`src/rtl/mtlPkg.sv`:
```
// Shared constants for the LCD band controller
//   Pixel color width and band count default
//   Panel timing defaults in pixel clocks and lines
//   APB widths and register map

package mtlPkg;

	// ==========================================================
	// Pixel format
	// ==========================================================
	localparam int COLOR_W       = 24;  // 8 red, 8 green, 8 blue
	localparam int NUM_BANDS_DEF = 4;   // Power of two dividing H_ACTIVE

	// ==========================================================
	// Panel timing (small values for simulation)
	// ==========================================================
	localparam int H_ACTIVE_DEF = 16;   // Visible pixels per line
	localparam int H_FRONT_DEF  = 2;
	localparam int H_SYNC_DEF   = 2;
	localparam int H_BACK_DEF   = 2;

	localparam int V_ACTIVE_DEF = 4;    // Visible lines per frame
	localparam int V_FRONT_DEF  = 1;
	localparam int V_SYNC_DEF   = 1;
	localparam int V_BACK_DEF   = 1;

	// ==========================================================
	// APB register map (byte addresses)
	// ==========================================================
	localparam int ADDR_W = 5;          // Reaches REG_BAND at 16
	localparam int DATA_W = 32;

	localparam logic [ADDR_W-1:0] REG_WEST  = 5'd0;   // Palette color for west swipe
	localparam logic [ADDR_W-1:0] REG_EAST  = 5'd4;   // East swipe
	localparam logic [ADDR_W-1:0] REG_NORTH = 5'd8;   // North swipe
	localparam logic [ADDR_W-1:0] REG_SOUTH = 5'd12;  // South swipe
	localparam logic [ADDR_W-1:0] REG_BAND  = 5'd16;  // Target band index in low bits

endpackage

```
`src/rtl/bandBus.sv`:
```
// Band bus between palette block, band latches and pixel multiplexer
//   feeder modport for the palette block
//   latch modport for each band latch
//   drain modport for the pixel multiplexer

`timescale 1ns/100ps

interface bandBus #(
	parameter int NUM_BANDS = mtlPkg::NUM_BANDS_DEF
) ();
	import mtlPkg::*;

	logic [NUM_BANDS-1:0] loadBand;               // One-hot load strobe per band
	logic [COLOR_W-1:0]   loadColor;              // Color to load into pending
	logic                 frameEnd;               // Swap pending to shown
	logic [COLOR_W-1:0]   shownColor [NUM_BANDS]; // Displayed color per band

	// Palette side drives loads and the swap pulse
	modport feeder (
		output loadBand, loadColor, frameEnd
	);

	// Each latch picks its own bit and element
	modport latch (
		input  loadBand, loadColor, frameEnd,
		output shownColor
	);

	// Multiplexer only reads the shown set
	modport drain (
		input shownColor
	);

endinterface

```
`src/rtl/paletteRegs.sv`:
```
// APB register block for the gesture palette
//   Four palette colors (W, E, N, S) and target band register
//   Gesture pulses become registered one-hot band loads
//   Frame end pulse is passed on to the band latches

`timescale 1ns/100ps

module paletteRegs #(
	parameter int NUM_BANDS = mtlPkg::NUM_BANDS_DEF
) (
	input  logic                      iCLK,
	input  logic                      iRST,
	// APB slave
	input  logic                      psel,
	input  logic                      penable,
	input  logic                      pwrite,
	input  logic [mtlPkg::ADDR_W-1:0] paddr,
	input  logic [mtlPkg::DATA_W-1:0] pwdata,
	output logic [mtlPkg::DATA_W-1:0] prdata,
	// Decoded swipe pulses
	input  logic                      gestW,
	input  logic                      gestE,
	input  logic                      gestN,
	input  logic                      gestS,
	input  logic                      frameEnd,   // From timing generator
	bandBus.feeder                    bus
);
	import mtlPkg::*;

	localparam int BAND_W = (NUM_BANDS > 1) ? $clog2(NUM_BANDS) : 1;

	// ==========================================================
	// Registers
	// ==========================================================
	logic [COLOR_W-1:0]   palette [4];  // Index 0..3 = W, E, N, S
	logic [BAND_W-1:0]    targetBand;
	logic [NUM_BANDS-1:0] loadBandQ;    // One-hot strobe one cycle after gesture
	logic [COLOR_W-1:0]   loadColorQ;
	logic [COLOR_W-1:0]   gestColor;    // Winning gesture color
	logic [DATA_W-1:0]    readData;
	logic                 wrEn;
	logic                 anyGest;

	assign wrEn    = psel & penable & pwrite;          // Access phase of a write
	assign anyGest = gestW | gestE | gestN | gestS;

	// APB writes land on the edge ending the access phase
	always_ff @(posedge iCLK) begin
		if (iRST) begin
			for (int i = 0; i < 4; i++) begin
				palette[i] <= '0;
			end
			targetBand <= '0;
		end else if (wrEn) begin
			case (paddr)
				REG_WEST:  palette[0] <= pwdata[COLOR_W-1:0];
				REG_EAST:  palette[1] <= pwdata[COLOR_W-1:0];
				REG_NORTH: palette[2] <= pwdata[COLOR_W-1:0];
				REG_SOUTH: palette[3] <= pwdata[COLOR_W-1:0];
				REG_BAND:  targetBand <= pwdata[BAND_W-1:0];
				default:   ;                                    // Unmapped writes dropped
			endcase
		end
	end

	// Read mux returns zero for unmapped addresses
	always_comb begin
		case (paddr)
			REG_WEST:  readData = DATA_W'(palette[0]);
			REG_EAST:  readData = DATA_W'(palette[1]);
			REG_NORTH: readData = DATA_W'(palette[2]);
			REG_SOUTH: readData = DATA_W'(palette[3]);
			REG_BAND:  readData = DATA_W'(targetBand);
			default:   readData = '0;
		endcase
	end

	assign prdata = psel ? readData : '0;   // Quiet bus when not selected

	// ==========================================================
	// Gesture to band load
	// ==========================================================
	// Fixed priority W > E > N > S
	always_comb begin
		if (gestW)      gestColor = palette[0];
		else if (gestE) gestColor = palette[1];
		else if (gestN) gestColor = palette[2];
		else            gestColor = palette[3];
	end

	always_ff @(posedge iCLK) begin
		if (iRST) begin
			loadBandQ <= '0;
		end else if (anyGest) begin
			loadBandQ <= NUM_BANDS'(1) << targetBand;   // Strobe the target band only
		end else begin
			loadBandQ <= '0;
		end
	end

	// Payload travels with the strobe
	always_ff @(posedge iCLK) begin
		if (anyGest) loadColorQ <= gestColor;
	end

	assign bus.loadBand  = loadBandQ;
	assign bus.loadColor = loadColorQ;
	assign bus.frameEnd  = frameEnd;      // Swap pulse for all latches

endmodule

```
`src/rtl/bandLatch.sv`:
```
// Double buffered color for one screen band
//   Pending color loaded by its strobe bit
//   Shown color updated only at frame end

`timescale 1ns/100ps

module bandLatch #(
	parameter int BAND = 0              // Bit and element on the bus
) (
	input  logic iCLK,
	input  logic iRST,
	bandBus.latch bus
);
	import mtlPkg::*;

	logic [COLOR_W-1:0] pending;        // Next color for this band
	logic [COLOR_W-1:0] shown;          // Color on screen this frame

	always_ff @(posedge iCLK) begin
		if (iRST) begin
			pending <= '0;
			shown   <= '0;
		end else begin
			if (bus.loadBand[BAND]) begin
				pending <= bus.loadColor;     // Later gesture overwrites earlier one
			end
			// Swap between frames so no tearing mid frame
			if (bus.frameEnd) begin
				shown <= pending;
			end
		end
	end

	assign bus.shownColor[BAND] = shown;

endmodule

```
`src/rtl/lcdTiming.sv`:
```
// LCD timing generator
//   Free running horizontal and vertical counters
//   Active low sync windows and data enable decode
//   Active column index and one cycle frame end pulse

`timescale 1ns/100ps

module lcdTiming #(
	parameter int H_ACTIVE = mtlPkg::H_ACTIVE_DEF,
	parameter int H_FRONT  = mtlPkg::H_FRONT_DEF,
	parameter int H_SYNC   = mtlPkg::H_SYNC_DEF,
	parameter int H_BACK   = mtlPkg::H_BACK_DEF,
	parameter int V_ACTIVE = mtlPkg::V_ACTIVE_DEF,
	parameter int V_FRONT  = mtlPkg::V_FRONT_DEF,
	parameter int V_SYNC   = mtlPkg::V_SYNC_DEF,
	parameter int V_BACK   = mtlPkg::V_BACK_DEF
) (
	input  logic                        iCLK,
	input  logic                        iRST,
	output logic                        hSync,     // Active low
	output logic                        vSync,     // Active low
	output logic                        de,        // Active video
	output logic [$clog2(H_ACTIVE)-1:0] column,    // Pixel column in active area
	output logic                        frameEnd   // Last cycle of frame
);

	localparam int H_TOTAL = H_ACTIVE + H_FRONT + H_SYNC + H_BACK;
	localparam int V_TOTAL = V_ACTIVE + V_FRONT + V_SYNC + V_BACK;
	localparam int HC_W    = $clog2(H_TOTAL);
	localparam int VC_W    = $clog2(V_TOTAL);
	localparam int COL_W   = $clog2(H_ACTIVE);

	// Window edges, sized to the counters
	localparam logic [HC_W-1:0] H_LAST    = HC_W'(H_TOTAL - 1);
	localparam logic [HC_W-1:0] H_ACT_END = HC_W'(H_ACTIVE);
	localparam logic [HC_W-1:0] H_SYN_BEG = HC_W'(H_ACTIVE + H_FRONT);
	localparam logic [HC_W-1:0] H_SYN_END = HC_W'(H_ACTIVE + H_FRONT + H_SYNC);
	localparam logic [VC_W-1:0] V_LAST    = VC_W'(V_TOTAL - 1);
	localparam logic [VC_W-1:0] V_ACT_END = VC_W'(V_ACTIVE);
	localparam logic [VC_W-1:0] V_SYN_BEG = VC_W'(V_ACTIVE + V_FRONT);
	localparam logic [VC_W-1:0] V_SYN_END = VC_W'(V_ACTIVE + V_FRONT + V_SYNC);

	logic [HC_W-1:0] hCount;   // Pixel within line
	logic [VC_W-1:0] vCount;   // Line within frame
	logic            lineEnd;

	assign lineEnd = (hCount == H_LAST);

	// ==========================================================
	// Counters, reset to start of active video
	// ==========================================================
	always_ff @(posedge iCLK) begin
		if (iRST) begin
			hCount <= '0;
			vCount <= '0;
		end else begin
			hCount <= lineEnd ? '0 : hCount + 1'b1;
			if (lineEnd) begin
				vCount <= (vCount == V_LAST) ? '0 : vCount + 1'b1;   // Wrap at frame end
			end
		end
	end

	// ==========================================================
	// Decode
	// ==========================================================
	assign hSync    = ~((hCount >= H_SYN_BEG) && (hCount < H_SYN_END));
	assign vSync    = ~((vCount >= V_SYN_BEG) && (vCount < V_SYN_END));
	assign de       = (hCount < H_ACT_END) && (vCount < V_ACT_END);
	assign column   = hCount[COL_W-1:0];              // Only meaningful with de
	assign frameEnd = lineEnd && (vCount == V_LAST);

endmodule

```
`src/rtl/pixelMux.sv`:
```
// Pixel multiplexer for the band display
//   Column to band lookup
//   Registered RGB output with black outside active video
//   Sync and enable delayed one cycle to stay aligned

`timescale 1ns/100ps

module pixelMux #(
	parameter int NUM_BANDS = mtlPkg::NUM_BANDS_DEF,
	parameter int H_ACTIVE  = mtlPkg::H_ACTIVE_DEF
) (
	input  logic                        iCLK,
	input  logic                        iRST,
	bandBus.drain                       bus,
	input  logic                        hSync,
	input  logic                        vSync,
	input  logic                        de,
	input  logic [$clog2(H_ACTIVE)-1:0] column,
	output logic [7:0]                  mtlR,
	output logic [7:0]                  mtlG,
	output logic [7:0]                  mtlB,
	output logic                        mtlHsd,
	output logic                        mtlVsd,
	output logic                        mtlDe
);
	import mtlPkg::*;

	localparam int COL_W    = $clog2(H_ACTIVE);
	localparam int BAND_W   = (NUM_BANDS > 1) ? $clog2(NUM_BANDS) : 1;
	localparam int BAND_PIX = H_ACTIVE / NUM_BANDS;   // Columns per band

	logic [BAND_W-1:0]  bandIdx;
	logic [COLOR_W-1:0] colorQ;
	logic               hSyncQ, vSyncQ, deQ;

	assign bandIdx = BAND_W'(column / COL_W'(BAND_PIX));   // Constant divide

	// ==========================================================
	// Output stage one cycle after the counters
	// ==========================================================
	always_ff @(posedge iCLK) begin
		if (iRST) begin
			colorQ <= '0;
			hSyncQ <= 1'b1;   // Syncs idle high
			vSyncQ <= 1'b1;
			deQ    <= 1'b0;
		end else begin
			colorQ <= de ? bus.shownColor[bandIdx] : '0;   // Black in blanking
			hSyncQ <= hSync;
			vSyncQ <= vSync;
			deQ    <= de;
		end
	end

	assign mtlR   = colorQ[23:16];
	assign mtlG   = colorQ[15:8];
	assign mtlB   = colorQ[7:0];
	assign mtlHsd = hSyncQ;
	assign mtlVsd = vSyncQ;
	assign mtlDe  = deQ;

endmodule

```
`src/rtl/mtlController.sv`:
```
// Top level of the LCD band controller
//   APB palette block and gesture inputs
//   Timing generator and pixel multiplexer
//   One double buffered latch per band

`timescale 1ns/100ps

module mtlController #(
	parameter int NUM_BANDS = mtlPkg::NUM_BANDS_DEF,
	parameter int H_ACTIVE  = mtlPkg::H_ACTIVE_DEF,
	parameter int H_FRONT   = mtlPkg::H_FRONT_DEF,
	parameter int H_SYNC    = mtlPkg::H_SYNC_DEF,
	parameter int H_BACK    = mtlPkg::H_BACK_DEF,
	parameter int V_ACTIVE  = mtlPkg::V_ACTIVE_DEF,
	parameter int V_FRONT   = mtlPkg::V_FRONT_DEF,
	parameter int V_SYNC    = mtlPkg::V_SYNC_DEF,
	parameter int V_BACK    = mtlPkg::V_BACK_DEF
) (
	input  logic                      iCLK,
	input  logic                      iRST,
	// APB host port
	input  logic                      psel,
	input  logic                      penable,
	input  logic                      pwrite,
	input  logic [mtlPkg::ADDR_W-1:0] paddr,
	input  logic [mtlPkg::DATA_W-1:0] pwdata,
	output logic [mtlPkg::DATA_W-1:0] prdata,
	// Swipes, already decoded
	input  logic                      gestW,
	input  logic                      gestE,
	input  logic                      gestN,
	input  logic                      gestS,
	// Panel side
	output logic [7:0]                mtlR,
	output logic [7:0]                mtlG,
	output logic [7:0]                mtlB,
	output logic                      mtlHsd,   // Active low
	output logic                      mtlVsd,   // Active low
	output logic                      mtlDe
);

	localparam int COL_W = $clog2(H_ACTIVE);

	logic             hSync, vSync, de, frameEnd;
	logic [COL_W-1:0] column;

	bandBus #(.NUM_BANDS(NUM_BANDS)) bus ();

	// ==========================================================
	// Host side
	// ==========================================================
	paletteRegs #(.NUM_BANDS(NUM_BANDS)) i_paletteRegs (
		.iCLK(iCLK), .iRST(iRST),
		.psel(psel), .penable(penable), .pwrite(pwrite),
		.paddr(paddr), .pwdata(pwdata), .prdata(prdata),
		.gestW(gestW), .gestE(gestE), .gestN(gestN), .gestS(gestS),
		.frameEnd(frameEnd),
		.bus(bus)
	);

	// One latch per band, identical apart from its index
	for (genvar b = 0; b < NUM_BANDS; b++) begin : gBand
		bandLatch #(.BAND(b)) i_bandLatch (
			.iCLK(iCLK), .iRST(iRST),
			.bus(bus)
		);
	end

	// ==========================================================
	// Panel side
	// ==========================================================
	lcdTiming #(
		.H_ACTIVE(H_ACTIVE), .H_FRONT(H_FRONT), .H_SYNC(H_SYNC), .H_BACK(H_BACK),
		.V_ACTIVE(V_ACTIVE), .V_FRONT(V_FRONT), .V_SYNC(V_SYNC), .V_BACK(V_BACK)
	) i_lcdTiming (
		.iCLK(iCLK), .iRST(iRST),
		.hSync(hSync), .vSync(vSync), .de(de),
		.column(column), .frameEnd(frameEnd)
	);

	pixelMux #(.NUM_BANDS(NUM_BANDS), .H_ACTIVE(H_ACTIVE)) i_pixelMux (
		.iCLK(iCLK), .iRST(iRST),
		.bus(bus),
		.hSync(hSync), .vSync(vSync), .de(de), .column(column),
		.mtlR(mtlR), .mtlG(mtlG), .mtlB(mtlB),
		.mtlHsd(mtlHsd), .mtlVsd(mtlVsd), .mtlDe(mtlDe)
	);

endmodule

```
`config.mk`:
```
export PLATFORM = sky130hd
export DESIGN_NAME = mtlController
export DESIGN_NICKNAME = d
export VERILOG_FILES = /design/src/rtl/mtlPkg.sv /design/src/rtl/bandBus.sv /design/src/rtl/paletteRegs.sv /design/src/rtl/bandLatch.sv /design/src/rtl/lcdTiming.sv /design/src/rtl/pixelMux.sv /design/src/rtl/mtlController.sv
export SDC_FILE = /design/constraint.sdc
export NUM_CORES = 1
export LEC_CHECK = 0
export BUFFER_PORTS_ARGS = -buffer_cell sky130_fd_sc_hd__buf_2
export CELL_PAD_IN_SITES_DETAIL_PLACEMENT = 0
export CELL_PAD_IN_SITES_GLOBAL_PLACEMENT = 1
export CORE_MARGIN = 2
export CORE_UTILIZATION = 53
export CTS_CLUSTER_SIZE = 8
export DETAILED_ROUTE_END_ITERATION = 7
export PLACE_DENSITY_LB_ADDON = 0.1
export SLEW_MARGIN = 10
export SYNTH_ARGS = -nofsm -noshare
export SYNTH_HDL_FRONTEND = slang
export SYNTH_SLANG_ARGS = --single-unit
```
`constraint.sdc`:
```
create_clock -name iCLK -period 8.2 [get_ports iCLK]
set_input_delay 1.64 -clock iCLK [delete_from_list [all_inputs] [get_ports iCLK]]
set_output_delay 1.64 -clock iCLK [all_outputs]
set_load 0.005 [all_outputs]
```
* Yosys cells after proc, flatten, opt, wreduce, memory -nomap -nowiden
Memories as Yosys holds them, arrays and structs flattened.
Index checks and enable logic that the tools add are counted.
** Cells by class
- Bitwise logic cells :: 14
- Equal/unequal tests :: 6
- Shift operators :: 1
- Reductions and logical operators :: 9
- Magnitude comparators :: 7
- Mux-type cells :: 31
- $add $sub $neg :: 2
** Operators by type and width (count)
- two-way mux 24 bit :: 10
- case mux 24 bit (5 select lines) :: 1
- binary-select mux 24 bit (select 2 bit) :: 1
- two-way mux 1 bit :: 18
- == test 5 x 4 -> 1 bit (second input constant) :: 2
- == test 5 bit (second input constant) :: 2
- less-than comparator 5 bit (second input constant) :: 2
- bitwise OR 1 bit :: 7
- greater-or-equal comparator 3 bit (second input constant) :: 2
- less-than comparator 3 bit (second input constant) :: 2
- OR reduction 2 bit :: 3
- adder 5 x 1 -> 5 bit (second input constant) :: 1
- == test 5 x 3 -> 1 bit (second input constant) :: 1
- greater-or-equal comparator 5 bit (second input constant) :: 1
- logical NOT 5 bit :: 1
- logical AND 1 bit :: 4
- inverter 1 bit :: 4
- << shifter 1 x 2 -> 4 bit (first input constant) :: 1
- adder 3 x 1 -> 3 bit (second input constant) :: 1
- == test 3 bit (second input constant) :: 1
- two-way mux 3 bit :: 1
- inverter 2 -> 3 bit :: 1
- AND 1 bit :: 2
- AND reduction 2 bit :: 1
** Storage, ports and cells
- Memories kept :: 1
- RAM bits :: 96
- Word-level logic and storage cells :: 88
- Flip-flop bits (word level) :: 257
- Output and inout port bits :: 59
- Bits of input ports :: 46
** Memories
- i_paletteRegs.palette :: depth 4, bits a word 24, read ports 4, clocked after memory_dff 0, wr ports 4, line paletteRegs.sv:35 : logic [COLOR_W-1:0] palette [4];

* Longest topological paths before layout
Gate-level depths: netlist of run 1.
- Word-level depth :: 6
- Mapped depth :: 8
- Mapped depth without buffers :: 5

* Worst setup path before layout of run 1
OpenSTA, ideal clock, no wires.
- Path kind :: input-to-output
- Start point :: input paddr[2] in the netlist's numbering
- End point :: output prdata[10] in the netlist's numbering
- Setup slack :: 3799 ps
- Cell stages on the path :: 4
- Arrival :: 2761 ps
- Path buffers :: 2
- Required time :: 6560 ps
- Path through :: buf_6 -> buf_2 -> mux4_2 -> and3_1
** On the way
- Cells in the longest elaborated chain, start to end :: 3
- Elaborated cells between the ends (all ways) :: 7
- Classes of those cells :: eq/ne: 4; mux: 2; reduce/logical: 1
** RTL lines
- start, declared :: line mtlController.sv:25 : input logic [mtlPkg::ADDR_W-1:0] paddr,
- == test 5 bit (tied with other cells) :: line paletteRegs.sv:68 : case (paddr)
- case mux 24 bit (5 select lines) (*) :: line paletteRegs.sv:68
- two-way mux 24 bit (*) :: line paletteRegs.sv:78 : assign prdata = psel ? readData : '0;
- end, declared :: line mtlController.sv:27 : output logic [mtlPkg::DATA_W-1:0] prdata,
Mark *: on every way between the ends. The rest lies on a longest branch, timed or not.

* Worst setup path after layout of run 1
- Start point :: input paddr[2] in the netlist's numbering
- End point :: output prdata[15] in the netlist's numbering
The elaborated chain is that of the path after synthesis.

==> metrics.cfg, run 1 <==
[run_status]
outcome=complete, no violations

[die]
rows=62
start_util=0.537
die_w_um=174
fp.coreArea_mm2=0.0286
die-area_mm2=0.0304
ioPinCount=105
die_h_um=174

[synth]
synth_top_family_by_area=multiplexers
synthAdderAreaFrac=0.00163
synth-simple-area-share=0.175
synth_area_mm2=0.0154
syn_inst=1327
synthMuxAreaShare=0.227
synth_compound_area_frac=0.0168
synth-seq-area-share=0.538
synth_cell_types=42
ys.flop_type=dfxtp_1
synth_xor_area_frac=0.00171
yosys_warnings=0
synth_edf_count=120
async_flop_share=0
syn_avg_cell_area_um2=11.6
ys_ff_latch=353

[route]
drtIter0Drc=614
totalWireLength_mm=30.8
routed-wl-met2_mm=14.6
drt_first_pass_iters=5
via_count=9300
drtAntennaViolNets=0
drc=0
top_layer=met4
viasPerCell=5.21
dr_wl_met3_mm=1.39
wl_met1_mm=14.3
wl_per_cell_um=17.3

[finish]
n_antenna_cell=0
drive_above_1_share=0.171
n_fill_cell=2364
nets=1430
finish.utilization=0.605
stdcell_area_mm2=0.0173
syn_to_final_growth_pct=12.6

[sta]
post-route-min-period_ns=5.05
max_freq_mhz=198
slew_headroom=0.275
period_share=0.615
tightest_slew_ns=1.08
slew_violations=0
rsz0062_at_grt=false
finalHoldViolCount=0
tns_ns=0
finClkSkew_ns=0.0145
setup_viol=0

[cts]
cts_tree=yes
cts_buffers=50
htree_levels=2
insertion_delay_ns=0.54
cts_buffer_depth=3
cts_sinks=353
post_cts_buffers=0
holdBufCountCts=0
path_clk_slew_ns=0.05
cts_root_buffer=clkbuf_16
cts_resized=0

[job]
cap_violations=0

[critical_path]
path_class=in -> out
start_kind=input pin
end_kind=primary output
arrival_ns=3.41
crit_fanout=35
cp.required_ns=6.56

[placement]
place_congestion=0.769
placed_area_mm2=0.0159
port_buffers=88
dp_hpwl_mm=17.3

[power_and_ir_drop]
powerDensity_mw_per_mm2=228
peakVddDrop_mv=0.160
power_leakage_nw=6.03

[global_routing]
grt-ovfl-total=0
track_usage=0.207
first_global_vias=9174
antenna_found_initial=0
grt_max_degree=220
grt_pass1_wl_mm=49.8

[hold_path]
min_path_type=reg -> reg

metal layers:
| layer | vias to the layer above | track usage |
|---|---|---|
| met5 | - | 0 |
| met4 | 0 | 0.0571 |
| met3 | 40 | 0.0372 |
| met2 | 196 | 0.341 |
| met1 | 4410 | 0.281 |
| li1 | 4654 | - |
power breakdown:
| group | switching (mW) | internal (mW) |
|---|---|---|
| Sequential | 0.0399 | 1.87 |
| Combinational | 0.104 | 0.0859 |
| Clock | 0.701 | 1.15 |
path summary, 6_finish.rpt:
| check | startpoint | end | slack, ns | depth (start not counted) |
|---|---|---|---|---|
| worst min register to register | i_lcdTiming.hCount[1]$_SDFF_PP0_ | i_pixelMux.mtlHsd$_SDFF_PP1_ | 0.44 | 1 |
| worst max-delay path | paddr[2] | prdata[15] | 3.15 | 4 |
| worst max register to register | i_lcdTiming.hCount[2]$_SDFF_PP0_ | gBand[3].i_bandLatch.shown[8]$_SDFFE_PP0P_ | 4.88 | 6 |
| worst min-delay path | i_lcdTiming.hCount[1]$_SDFF_PP0_ | i_pixelMux.mtlHsd$_SDFF_PP1_ | 0.44 | 1 |
worst max-delay path, cell delays in order:
cell and delay [ns]:
buf_2 0.78, mux4_2 0.65, and3_1 0.20, buf_2 0.12
sequential cells by signal, indices dropped and copies added, names as in the netlist:
| name | flops |
|---|---|
| gBand.i_bandLatch.pending | 96 |
| gBand.i_bandLatch.shown | 96 |
| i_paletteRegs.palette | 96 |
| i_paletteRegs.bus.loadColor | 24 |
| i_pixelMux.colorQ | 24 |
| i_lcdTiming.hCount | 5 |
| i_paletteRegs.bus.loadBand | 4 |
| i_lcdTiming.vCount | 3 |
| i_paletteRegs.targetBand | 2 |
| i_pixelMux.mtlDe | 1 |
| i_pixelMux.mtlHsd | 1 |
| i_pixelMux.mtlVsd | 1 |
layout make-up:
type	instances	area, um^2	share of cell area
clock inverters	1	8.76	0.000506
repair buffers	104	579	0.0335
flip-flops and latches	353	8270	0.478
inverters	4	15.0	0.000868
clock buffers	70	1390	0.0803
well taps	384	480	0.0278
multi-input cells	869	6560	0.379
through the flow:
step	setup WS, ns	hold slack, ns	total power, mW	instances
after floorplan	3.80	0.388	2.07	1334
after global placement	3.12	0.425	2.13	1714
after detailed placement	3.12	0.427	2.13	1714
after CTS	3.12	0.443	3.99	1785
after global routing	3.01	0.461	4.09	1785
final	3.15	0.442	3.95	1785
cell usage after synthesis, types with 3 or more instances:
library cell | count | area share
nand2b_1 | 193 | 0.079
mux2_2 | 26 | 0.019
nor2_1 | 200 | 0.049
buf_12 | 4 | 0.0052
nand4b_1 | 5 | 0.0028
buf_2 | 30 | 0.0098
and3_1 | 23 | 0.0094
mux2i_1 | 216 | 0.14
o21ai_0 | 27 | 0.0088
edfxtp_1 | 120 | 0.23
o21bai_1 | 4 | 0.0020
clkbuf_1 | 54 | 0.013
mux4_2 | 46 | 0.067
a21oi_1 | 6 | 0.0020
nand3_1 | 5 | 0.0016
nor4b_1 | 4 | 0.0023
nand2_1 | 53 | 0.013
dfxtp_1 | 233 | 0.30
buf_4 | 17 | 0.0083
nor2b_1 | 25 | 0.010
inv_1 | 4 | 0.00098
nand3b_1 | 3 | 0.0015
kinds of logic after synthesis:
family / Yosys count
mux: 288
simple gates: 523
compound gates: 45
other cells: 1
fa+ha+maj: 2
buf+inv: 112
xor+xnor: 3
flops: 353
layout by cell type (no fill, tap or decap), types with 2 or more instances in the layout:
master,n
a21oi_1,6
a31oi_1,2
nor4b_1,4
mux4_2,46
nand3_1,5
o31ai_1,2
and3_1,23
nor4_1,2
nand2b_1,193
buf_2,87
inv_1,4
dfxtp_1,232
o21bai_2,2
mux2i_1,216
ha_1,2
conb_1,8
nand2_1,53
o21bai_4,2
buf_4,15
nand4_1,2
xor2_1,2
clkbuf_1,17
nand3b_1,3
o21ai_0,27
o211ai_1,2
mux2_2,26
a21bo_2,2
nor2_1,200
clkbuf_16,53
edfxtp_1,120
nor2b_1,25
nand4b_1,5
and4b_1,2
No activity file was read; power rests on OpenSTA's default activity.
==> run 2, diff against run 1 <==
--- a/config.mk
+++ b/config.mk
@@ -9,7 +9,7 @@
 export CELL_PAD_IN_SITES_DETAIL_PLACEMENT = 0
 export CELL_PAD_IN_SITES_GLOBAL_PLACEMENT = 1
 export CORE_MARGIN = 2
-export CORE_UTILIZATION = 53
+export CORE_UTILIZATION = 49
 export CTS_CLUSTER_SIZE = 8
 export DETAILED_ROUTE_END_ITERATION = 7
 export PLACE_DENSITY_LB_ADDON = 0.1
==> constraint.sdc (replaced) <==
create_clock -name iCLK -period 5.3 [get_ports iCLK]
set_input_delay 1.06 -clock iCLK [delete_from_list [all_inputs] [get_ports iCLK]]
set_output_delay 1.06 -clock iCLK [all_outputs]
set_load 0.005 [all_outputs]
==> metrics.cfg, run 2 (same netlist as run 1, synthesis figures left out) <==
[die]
die-area_mm2=0.0328  ; was 0.0304 mm^2
fp.coreArea_mm2=0.0307  ; was 0.0286 mm^2
start_util=0.500  ; was 0.537
die_h_um=181  ; was 174 um
rows=64  ; was 62
die_w_um=181  ; was 174 um
ioPinCount=105  ; unchanged

[route]
via_count=9303  ; was 9300
totalWireLength_mm=31.3  ; was 30.8 mm
drc=0  ; unchanged
drt_first_pass_iters=4  ; was 5
wl_per_cell_um=17.4  ; was 17.3 um
drtAntennaViolNets=0  ; unchanged
viasPerCell=5.16  ; was 5.21
drtIter0Drc=486  ; was 614

[cts]
cts_resized=0  ; unchanged
cts_tree=yes  ; unchanged
cts_buffers=50  ; unchanged
holdBufCountCts=0  ; unchanged
path_clk_slew_ns=0.05  ; about the same
post_cts_buffers=0  ; unchanged
cts_buffer_depth=3  ; unchanged
cts_root_buffer=clkbuf_16  ; unchanged
cts_sinks=353  ; unchanged
insertion_delay_ns=0.54  ; about the same
htree_levels=2  ; unchanged

[critical_path]
crit_path_frequent_cell=buf_2  ; unchanged
cp.required_ns=4.24  ; was 6.56 ns
path_class=in -> out  ; unchanged
crit_fanout=35  ; unchanged
start_kind=input pin  ; unchanged
arrival_ns=2.83  ; was 3.41 ns
worst_path_largest_cell_delay_ns=0.77  ; was 0.78 ns
crit_chain=buf_2, mux4_2, and3_1, buf_2  ; unchanged
crit_slowest_cell=buf_2  ; unchanged
crit_buf_inv=2  ; unchanged
crit_family=buffers and inverters  ; unchanged
end_kind=primary output  ; unchanged

[placement]
placed_area_mm2=0.0159  ; about the same
port_buffers=88  ; unchanged
place_congestion=0.769  ; about the same
dp_hpwl_mm=17.8  ; was 17.3 mm

[finish]
n_antenna_cell=0  ; unchanged
finish.utilization=0.564  ; was 0.605
n_fill_cell=2677  ; was 2364
stdcell_area_mm2=0.0173  ; about the same
syn_to_final_growth_pct=12.9  ; was 12.6%
mostFrequentLayoutCells=232 x dfxtp_1, 216 x mux2i_1, 200 x nor2_1  ; unchanged
largestRegisters=gBand.i_bandLatch.pending (96), gBand.i_bandLatch.shown (96), i_paletteRegs.palette (96)  ; unchanged
drive_above_1_share=0.172  ; was 0.171
nets=1432  ; was 1430
layout_commonest_cell=dfxtp_1  ; unchanged
seqCellArea_mm2=0.00827  ; unchanged
multi_input_area_mm2=0.00655  ; was 0.00656 mm^2

[sta]
slew_headroom=0.281  ; was 0.275
tns_ns=0  ; unchanged
period_share=0.734
tightest_slew_ns=1.08  ; about the same
max_freq_mhz=257
slew_violations=0  ; unchanged
setup_viol=0  ; unchanged
post-route-min-period_ns=3.89
finClkSkew_ns=0.0190  ; was 0.0145 ns
rsz0062_at_grt=false  ; unchanged
finalHoldViolCount=0  ; unchanged

[global_routing]
grt_max_degree=239  ; was 220
grt-ovfl-total=0  ; unchanged
grt_pass1_wl_mm=50.2  ; was 49.8 mm
track_usage=0.192  ; was 0.207
antenna_found_initial=0  ; unchanged
first_global_vias=9133  ; was 9174

[run_status]
outcome=complete, no violations  ; unchanged

[job]
cap_violations=0  ; unchanged

[power_and_ir_drop]
powerDensity_mw_per_mm2=353  ; was 228 mW/mm^2
peakVddDrop_mv=0.226  ; was 0.160 mV
power_leakage_nw=6.04  ; was 6.03 nW

[hold_path]
min_path_type=reg -> reg  ; unchanged

run 2: power breakdown:
| part | switching (mW) | internal, mW | total, mW | leakage, nW |
|---|---|---|---|---|
| Sequential | 0.0630 | 2.89 | 2.95 | 3.05 |
| Combinational | 0.161 | 0.133 | 0.294 | 2.31 |
| Clock | 1.08 | 1.79 | 2.87 | 0.681 |
| Total | 1.31 | 4.81 | 6.11 | 6.04 |
run 2: routing by layer:
layer  global-route usage  wire length, um  share of wire  up-vias
met5                    0                0              0        -
met4               0.0553              654          0.021        0
met3               0.0278             1140          0.036       54
met2                0.317            14800           0.47      184
met1                0.264            14700           0.47     4413
li1                     -                -              -     4652
run 2: final cells by class:
class	count	share of cell area
inverters	4	0.000866
well taps	396	0.0286
flip-flops and latches	353	0.477
multi-input cells	869	0.378
clock buffers	73	0.0808
repair buffers	106	0.0350
clock inverters	1	0.000505
run 2: worst paths after layout:
kind                                         start                                     endpoint  slack (ns)  depth (start not counted)
hold / removal    i_lcdTiming.hCount[1]$_SDFF_PP0_                 i_pixelMux.mtlHsd$_SDFF_PP1_        0.40                          1
hold reg to reg   i_lcdTiming.hCount[1]$_SDFF_PP0_                 i_pixelMux.mtlHsd$_SDFF_PP1_        0.40                          1
setup reg to reg  i_lcdTiming.hCount[0]$_SDFF_PP0_  gBand[2].i_bandLatch.shown[21]$_SDFFE_PP0P_        3.20                          5
setup / recovery                          paddr[2]                                   prdata[12]        1.41                          4
run 2: worst register-to-register path, delay by kind of cell, from the launching register on:
family        cells  cell delay (ns)
simple gates      2             0.51
fa+ha+maj         1             0.21
buf+inv           1             0.56
flops             1             0.37
mux               1             0.37
run 2: metrics by stage:
step / hold slack [ns] / setup slack [ns] / instances / total power [mW]
final: 0.402 / 1.41 / 1802 / 6.11
after global placement: 0.420 / 1.37 / 1728 / 3.29
after floorplan: 0.388 / 1.87 / 1334 / 3.20
after CTS: 0.408 / 1.36 / 1802 / 6.19
after detailed placement: 0.405 / 1.36 / 1728 / 3.30
after global routing: 0.423 / 1.27 / 1802 / 6.34
==> run 3, diff against run 2 <==
--- a/config.mk
+++ b/config.mk
@@ -5,11 +5,12 @@
 export SDC_FILE = /design/constraint.sdc
 export NUM_CORES = 1
 export LEC_CHECK = 0
+export ABC_AREA = 1
 export BUFFER_PORTS_ARGS = -buffer_cell sky130_fd_sc_hd__buf_2
 export CELL_PAD_IN_SITES_DETAIL_PLACEMENT = 0
 export CELL_PAD_IN_SITES_GLOBAL_PLACEMENT = 1
 export CORE_MARGIN = 2
-export CORE_UTILIZATION = 49
+export CORE_UTILIZATION = 45
 export CTS_CLUSTER_SIZE = 8
 export DETAILED_ROUTE_END_ITERATION = 7
 export PLACE_DENSITY_LB_ADDON = 0.1
==> constraint.sdc (replaced) <==
create_clock -name iCLK -period 3.9 [get_ports iCLK]
set_input_delay 0.78 -clock iCLK [delete_from_list [all_inputs] [get_ports iCLK]]
set_output_delay 0.78 -clock iCLK [all_outputs]
set_load 0.005 [all_outputs]
==> metrics.cfg, run 3 <==
[critical_path]
worst_path_largest_cell_delay_ns=0.42  ; was 0.77 ns
rrSetupSlack_ns=1.48  ; was 3.20 ns
cp.required_ns=3.12  ; was 4.24 ns
crit_start=paddr[2]  ; unchanged
crit_family=buffers and inverters  ; unchanged
crit_slowest_cell=inv_1  ; was buf_2
start_kind=input pin  ; unchanged
arrival_ns=2.33  ; was 2.83 ns
crit_fanout=15  ; was 35
path_class=in -> out  ; unchanged
crit_chain=buf_2, inv_1, nand3_1, inv_2, nand2_1, nand2_1, nor2_1, nor2_1, buf_2  ; was buf_2, mux4_2, and3_1, buf_2
timing.rr.start=i_lcdTiming.hCount[3]$_SDFF_PP0_  ; was i_lcdTiming.hCount[0]$_SDFF_PP0_
crit_buf_inv=4  ; was 2
end_kind=primary output  ; unchanged

[power_and_ir_drop]
power_leakage_nw=6.50  ; was 6.04 nW
powerDensity_mw_per_mm2=499  ; was 353 mW/mm^2
combPwrFrac=0.048  ; about the same
power.internal_mw=6.38  ; was 4.81 mW
pwr-share-seq=0.486  ; was 0.482
peakVddDrop_mv=0.325  ; was 0.226 mV
p_sw_frac=0.226  ; was 0.213
p_switching_mw=1.86  ; was 1.31 mW
clockPowerShare=0.466  ; was 0.470

[sta]
slew_violations=0  ; unchanged
hold-worst-slack_ns=0.455  ; was 0.402 ns
slew_headroom=0.234  ; was 0.281
finClkSkew_ns=0.0218  ; was 0.0190 ns
period_share=0.797
finalHoldViolCount=0  ; unchanged
setup_viol=0  ; unchanged
rsz0062_at_grt=false  ; unchanged
post-route-min-period_ns=3.11
tightest_slew_ns=1.15  ; was 1.08 ns
tns_ns=0  ; unchanged
max_freq_mhz=322

[cts]
cts_sinks=353  ; unchanged
holdBufCountCts=0  ; unchanged
htree_levels=2  ; unchanged
cts_resized=0  ; unchanged
cts_tree=yes  ; unchanged
post_cts_buffers=0  ; unchanged
insertion_delay_ns=0.55  ; was 0.54 ns
path_clk_slew_ns=0.05  ; about the same
cts_root_buffer=clkbuf_16  ; unchanged
cts_buffer_depth=3  ; unchanged
cts_buffers=50  ; unchanged

[synth]
synth_area_leaders=dfxtp_1 32%, edfxtp_1 25%, nor2_1 12%, o21ai_0 7.1%, a21oi_1 4.3%  ; was dfxtp_1 30%, edfxtp_1 23%, mux2i_1 14%, nand2b_1 7.9%, mux4_2 6.7%
synth_area_leader_cell=dfxtp_1  ; unchanged
ys_ff_latch=353  ; unchanged
synth_cell_types=29  ; was 42
syn_avg_cell_area_um2=8.32  ; was 11.6 um^2
async_flop_share=0  ; unchanged
synth.top_cell.area_share=0.322  ; was 0.304
synth_area_mm2=0.0145  ; was 0.0154 mm^2
synth-seq-area-share=0.571  ; was 0.538
ys.flop_type=dfxtp_1  ; unchanged
synth_edf_count=120  ; unchanged
yosys_warnings=0  ; unchanged
syn_inst=1740  ; was 1327
yosysMostFrequentCell=nor2_1  ; was dfxtp_1
synthTopCellsByCount=472 x nor2_1, 233 x dfxtp_1, 204 x o21ai_0  ; was 233 x dfxtp_1, 216 x mux2i_1, 200 x nor2_1

[die]
ioPinCount=105  ; unchanged
die-area_mm2=0.0336  ; was 0.0328 mm^2
die_h_um=183  ; was 181 um
rows=65  ; was 64
start_util=0.458  ; was 0.500
die_w_um=183  ; was 181 um
fp.coreArea_mm2=0.0316  ; was 0.0307 mm^2

[finish]
nets=1838  ; was 1432
layout_commonest_cell=nor2_1  ; was dfxtp_1
syn_to_final_growth_pct=14.1  ; was 12.9%
drive_above_1_share=0.108  ; was 0.172
largestRegisters=gBand.i_bandLatch.pending (96), gBand.i_bandLatch.shown (96), i_paletteRegs.palette (96)  ; unchanged
mostFrequentLayoutCells=471 x nor2_1, 232 x dfxtp_1, 201 x o21ai_0  ; was 232 x dfxtp_1, 216 x mux2i_1, 200 x nor2_1
finish.utilization=0.522  ; was 0.564
final_cells=2212  ; was 1802
n_antenna_cell=0  ; unchanged

[route]
drc=0  ; unchanged
drt_first_pass_iters=5  ; was 4
viasPerCell=5.44  ; was 5.16
drtAntennaViolNets=0  ; unchanged
wl_per_cell_um=18.6  ; was 17.4 um
totalWireLength_mm=41.0  ; was 31.3 mm
via_count=12000  ; was 9303
drtIter0Drc=1019  ; was 486

[placement]
port_buffers=88  ; unchanged
place_congestion=0.817  ; was 0.769
dp_hpwl_mm=22.2  ; was 17.8 mm
dp_cells=2140  ; was 1728

[global_routing]
grt_max_degree=105  ; was 239
grt-ovfl-total=0  ; unchanged
first_global_vias=11700  ; was 9133
track_usage=0.243  ; was 0.192
grt_pass1_wl_mm=63.9  ; was 50.2 mm
antenna_found_initial=0  ; unchanged

[run_status]
outcome=complete, no violations  ; unchanged

[hold_path]
min_path_type=reg -> reg  ; unchanged
min_from=gBand[3].i_bandLatch.shown[18]$_SDFFE_PP0P_  ; was i_lcdTiming.hCount[1]$_SDFF_PP0_

[job]
cap_violations=0  ; unchanged

## run 3: changes by cell type in the layout (fill, tap and decap cells not counted), sizes merged, moves of 82 or more
cell	change
a21oi	+117
inv	+82
mux2i	-216
nand2	+99
nand2b	-193
nand3	+107
nor2	+276
o21ai	+186
## run 3: final timing paths
check | cells past startpoint | endpoint
worst max register to register | 6 | i_pixelMux.colorQ[12]$_SDFF_PP0_
worst max-delay path | 9 | prdata[15]
worst min register to register | 2 | gBand[3].i_bandLatch.shown[18]$_SDFFE_PP0P_
worst min-delay path | 2 | gBand[3].i_bandLatch.shown[18]$_SDFFE_PP0P_
## run 3: through the flow
stage	area (um^2)	setup slack (ns)	total power, mW
4_1_cts	16500	0.814	8.31
2_1_floorplan	14500	0.289	4.29
3_3_place_gp	15200	0.794	4.47
3_5_place_dp	15200	0.828	4.47
5_1_grt	16500	0.597	8.51
6_report	16500	0.791	8.24
## run 3: cells by family (layout without fill, tap and decap cells)
family,count (synthesis),count (layout),share of synthesized area
DFF,353,353,0.571
adders and majority gates,2,2,0.00173
buffers and inverters,221,284,0.0654
and+or+nand+nor,800,800,0.229
AOI/OAI and AO/OA,363,363,0.132
other,1,8,0.000259
## run 3: power groups by stage
stage          combinational, mW  clock, mW  sequential, mW
6_report                   0.394       3.84            4.01
5_1_grt                    0.433       4.06            4.02
4_1_cts                    0.393       3.91            4.01
3_5_place_dp               0.392          0            4.08
3_3_place_gp               0.389          0            4.08
2_1_floorplan              0.240          0            4.05
## run 3: tightest hold or removal path, stage by stage, from the launching register on
cell and delay [ns]:
dfxtp_1 0.30, nand2_1 0.06, a21oi_1 0.05
## run 3: per-layer routing
metal  global-route usage  up-vias  wire length, um  part of all wire
met5                    0        -                0                 0
met4               0.0816        0              992             0.024
met3               0.0328       85             2280             0.056
met2                0.415      384            19300              0.47
met1                0.320     5658            18400              0.45
li1                     -     5917                -                 -
## run 3: final cells by class
cell class              instances  area, um^2
flip-flops and latches        353        8270
repair buffers                126         753
well taps                     402         503
multi-input cells            1173        5310
clock buffers                  70        1350
fillers                      3057       15100
clock inverters                 2        17.5
inverters                      86         323
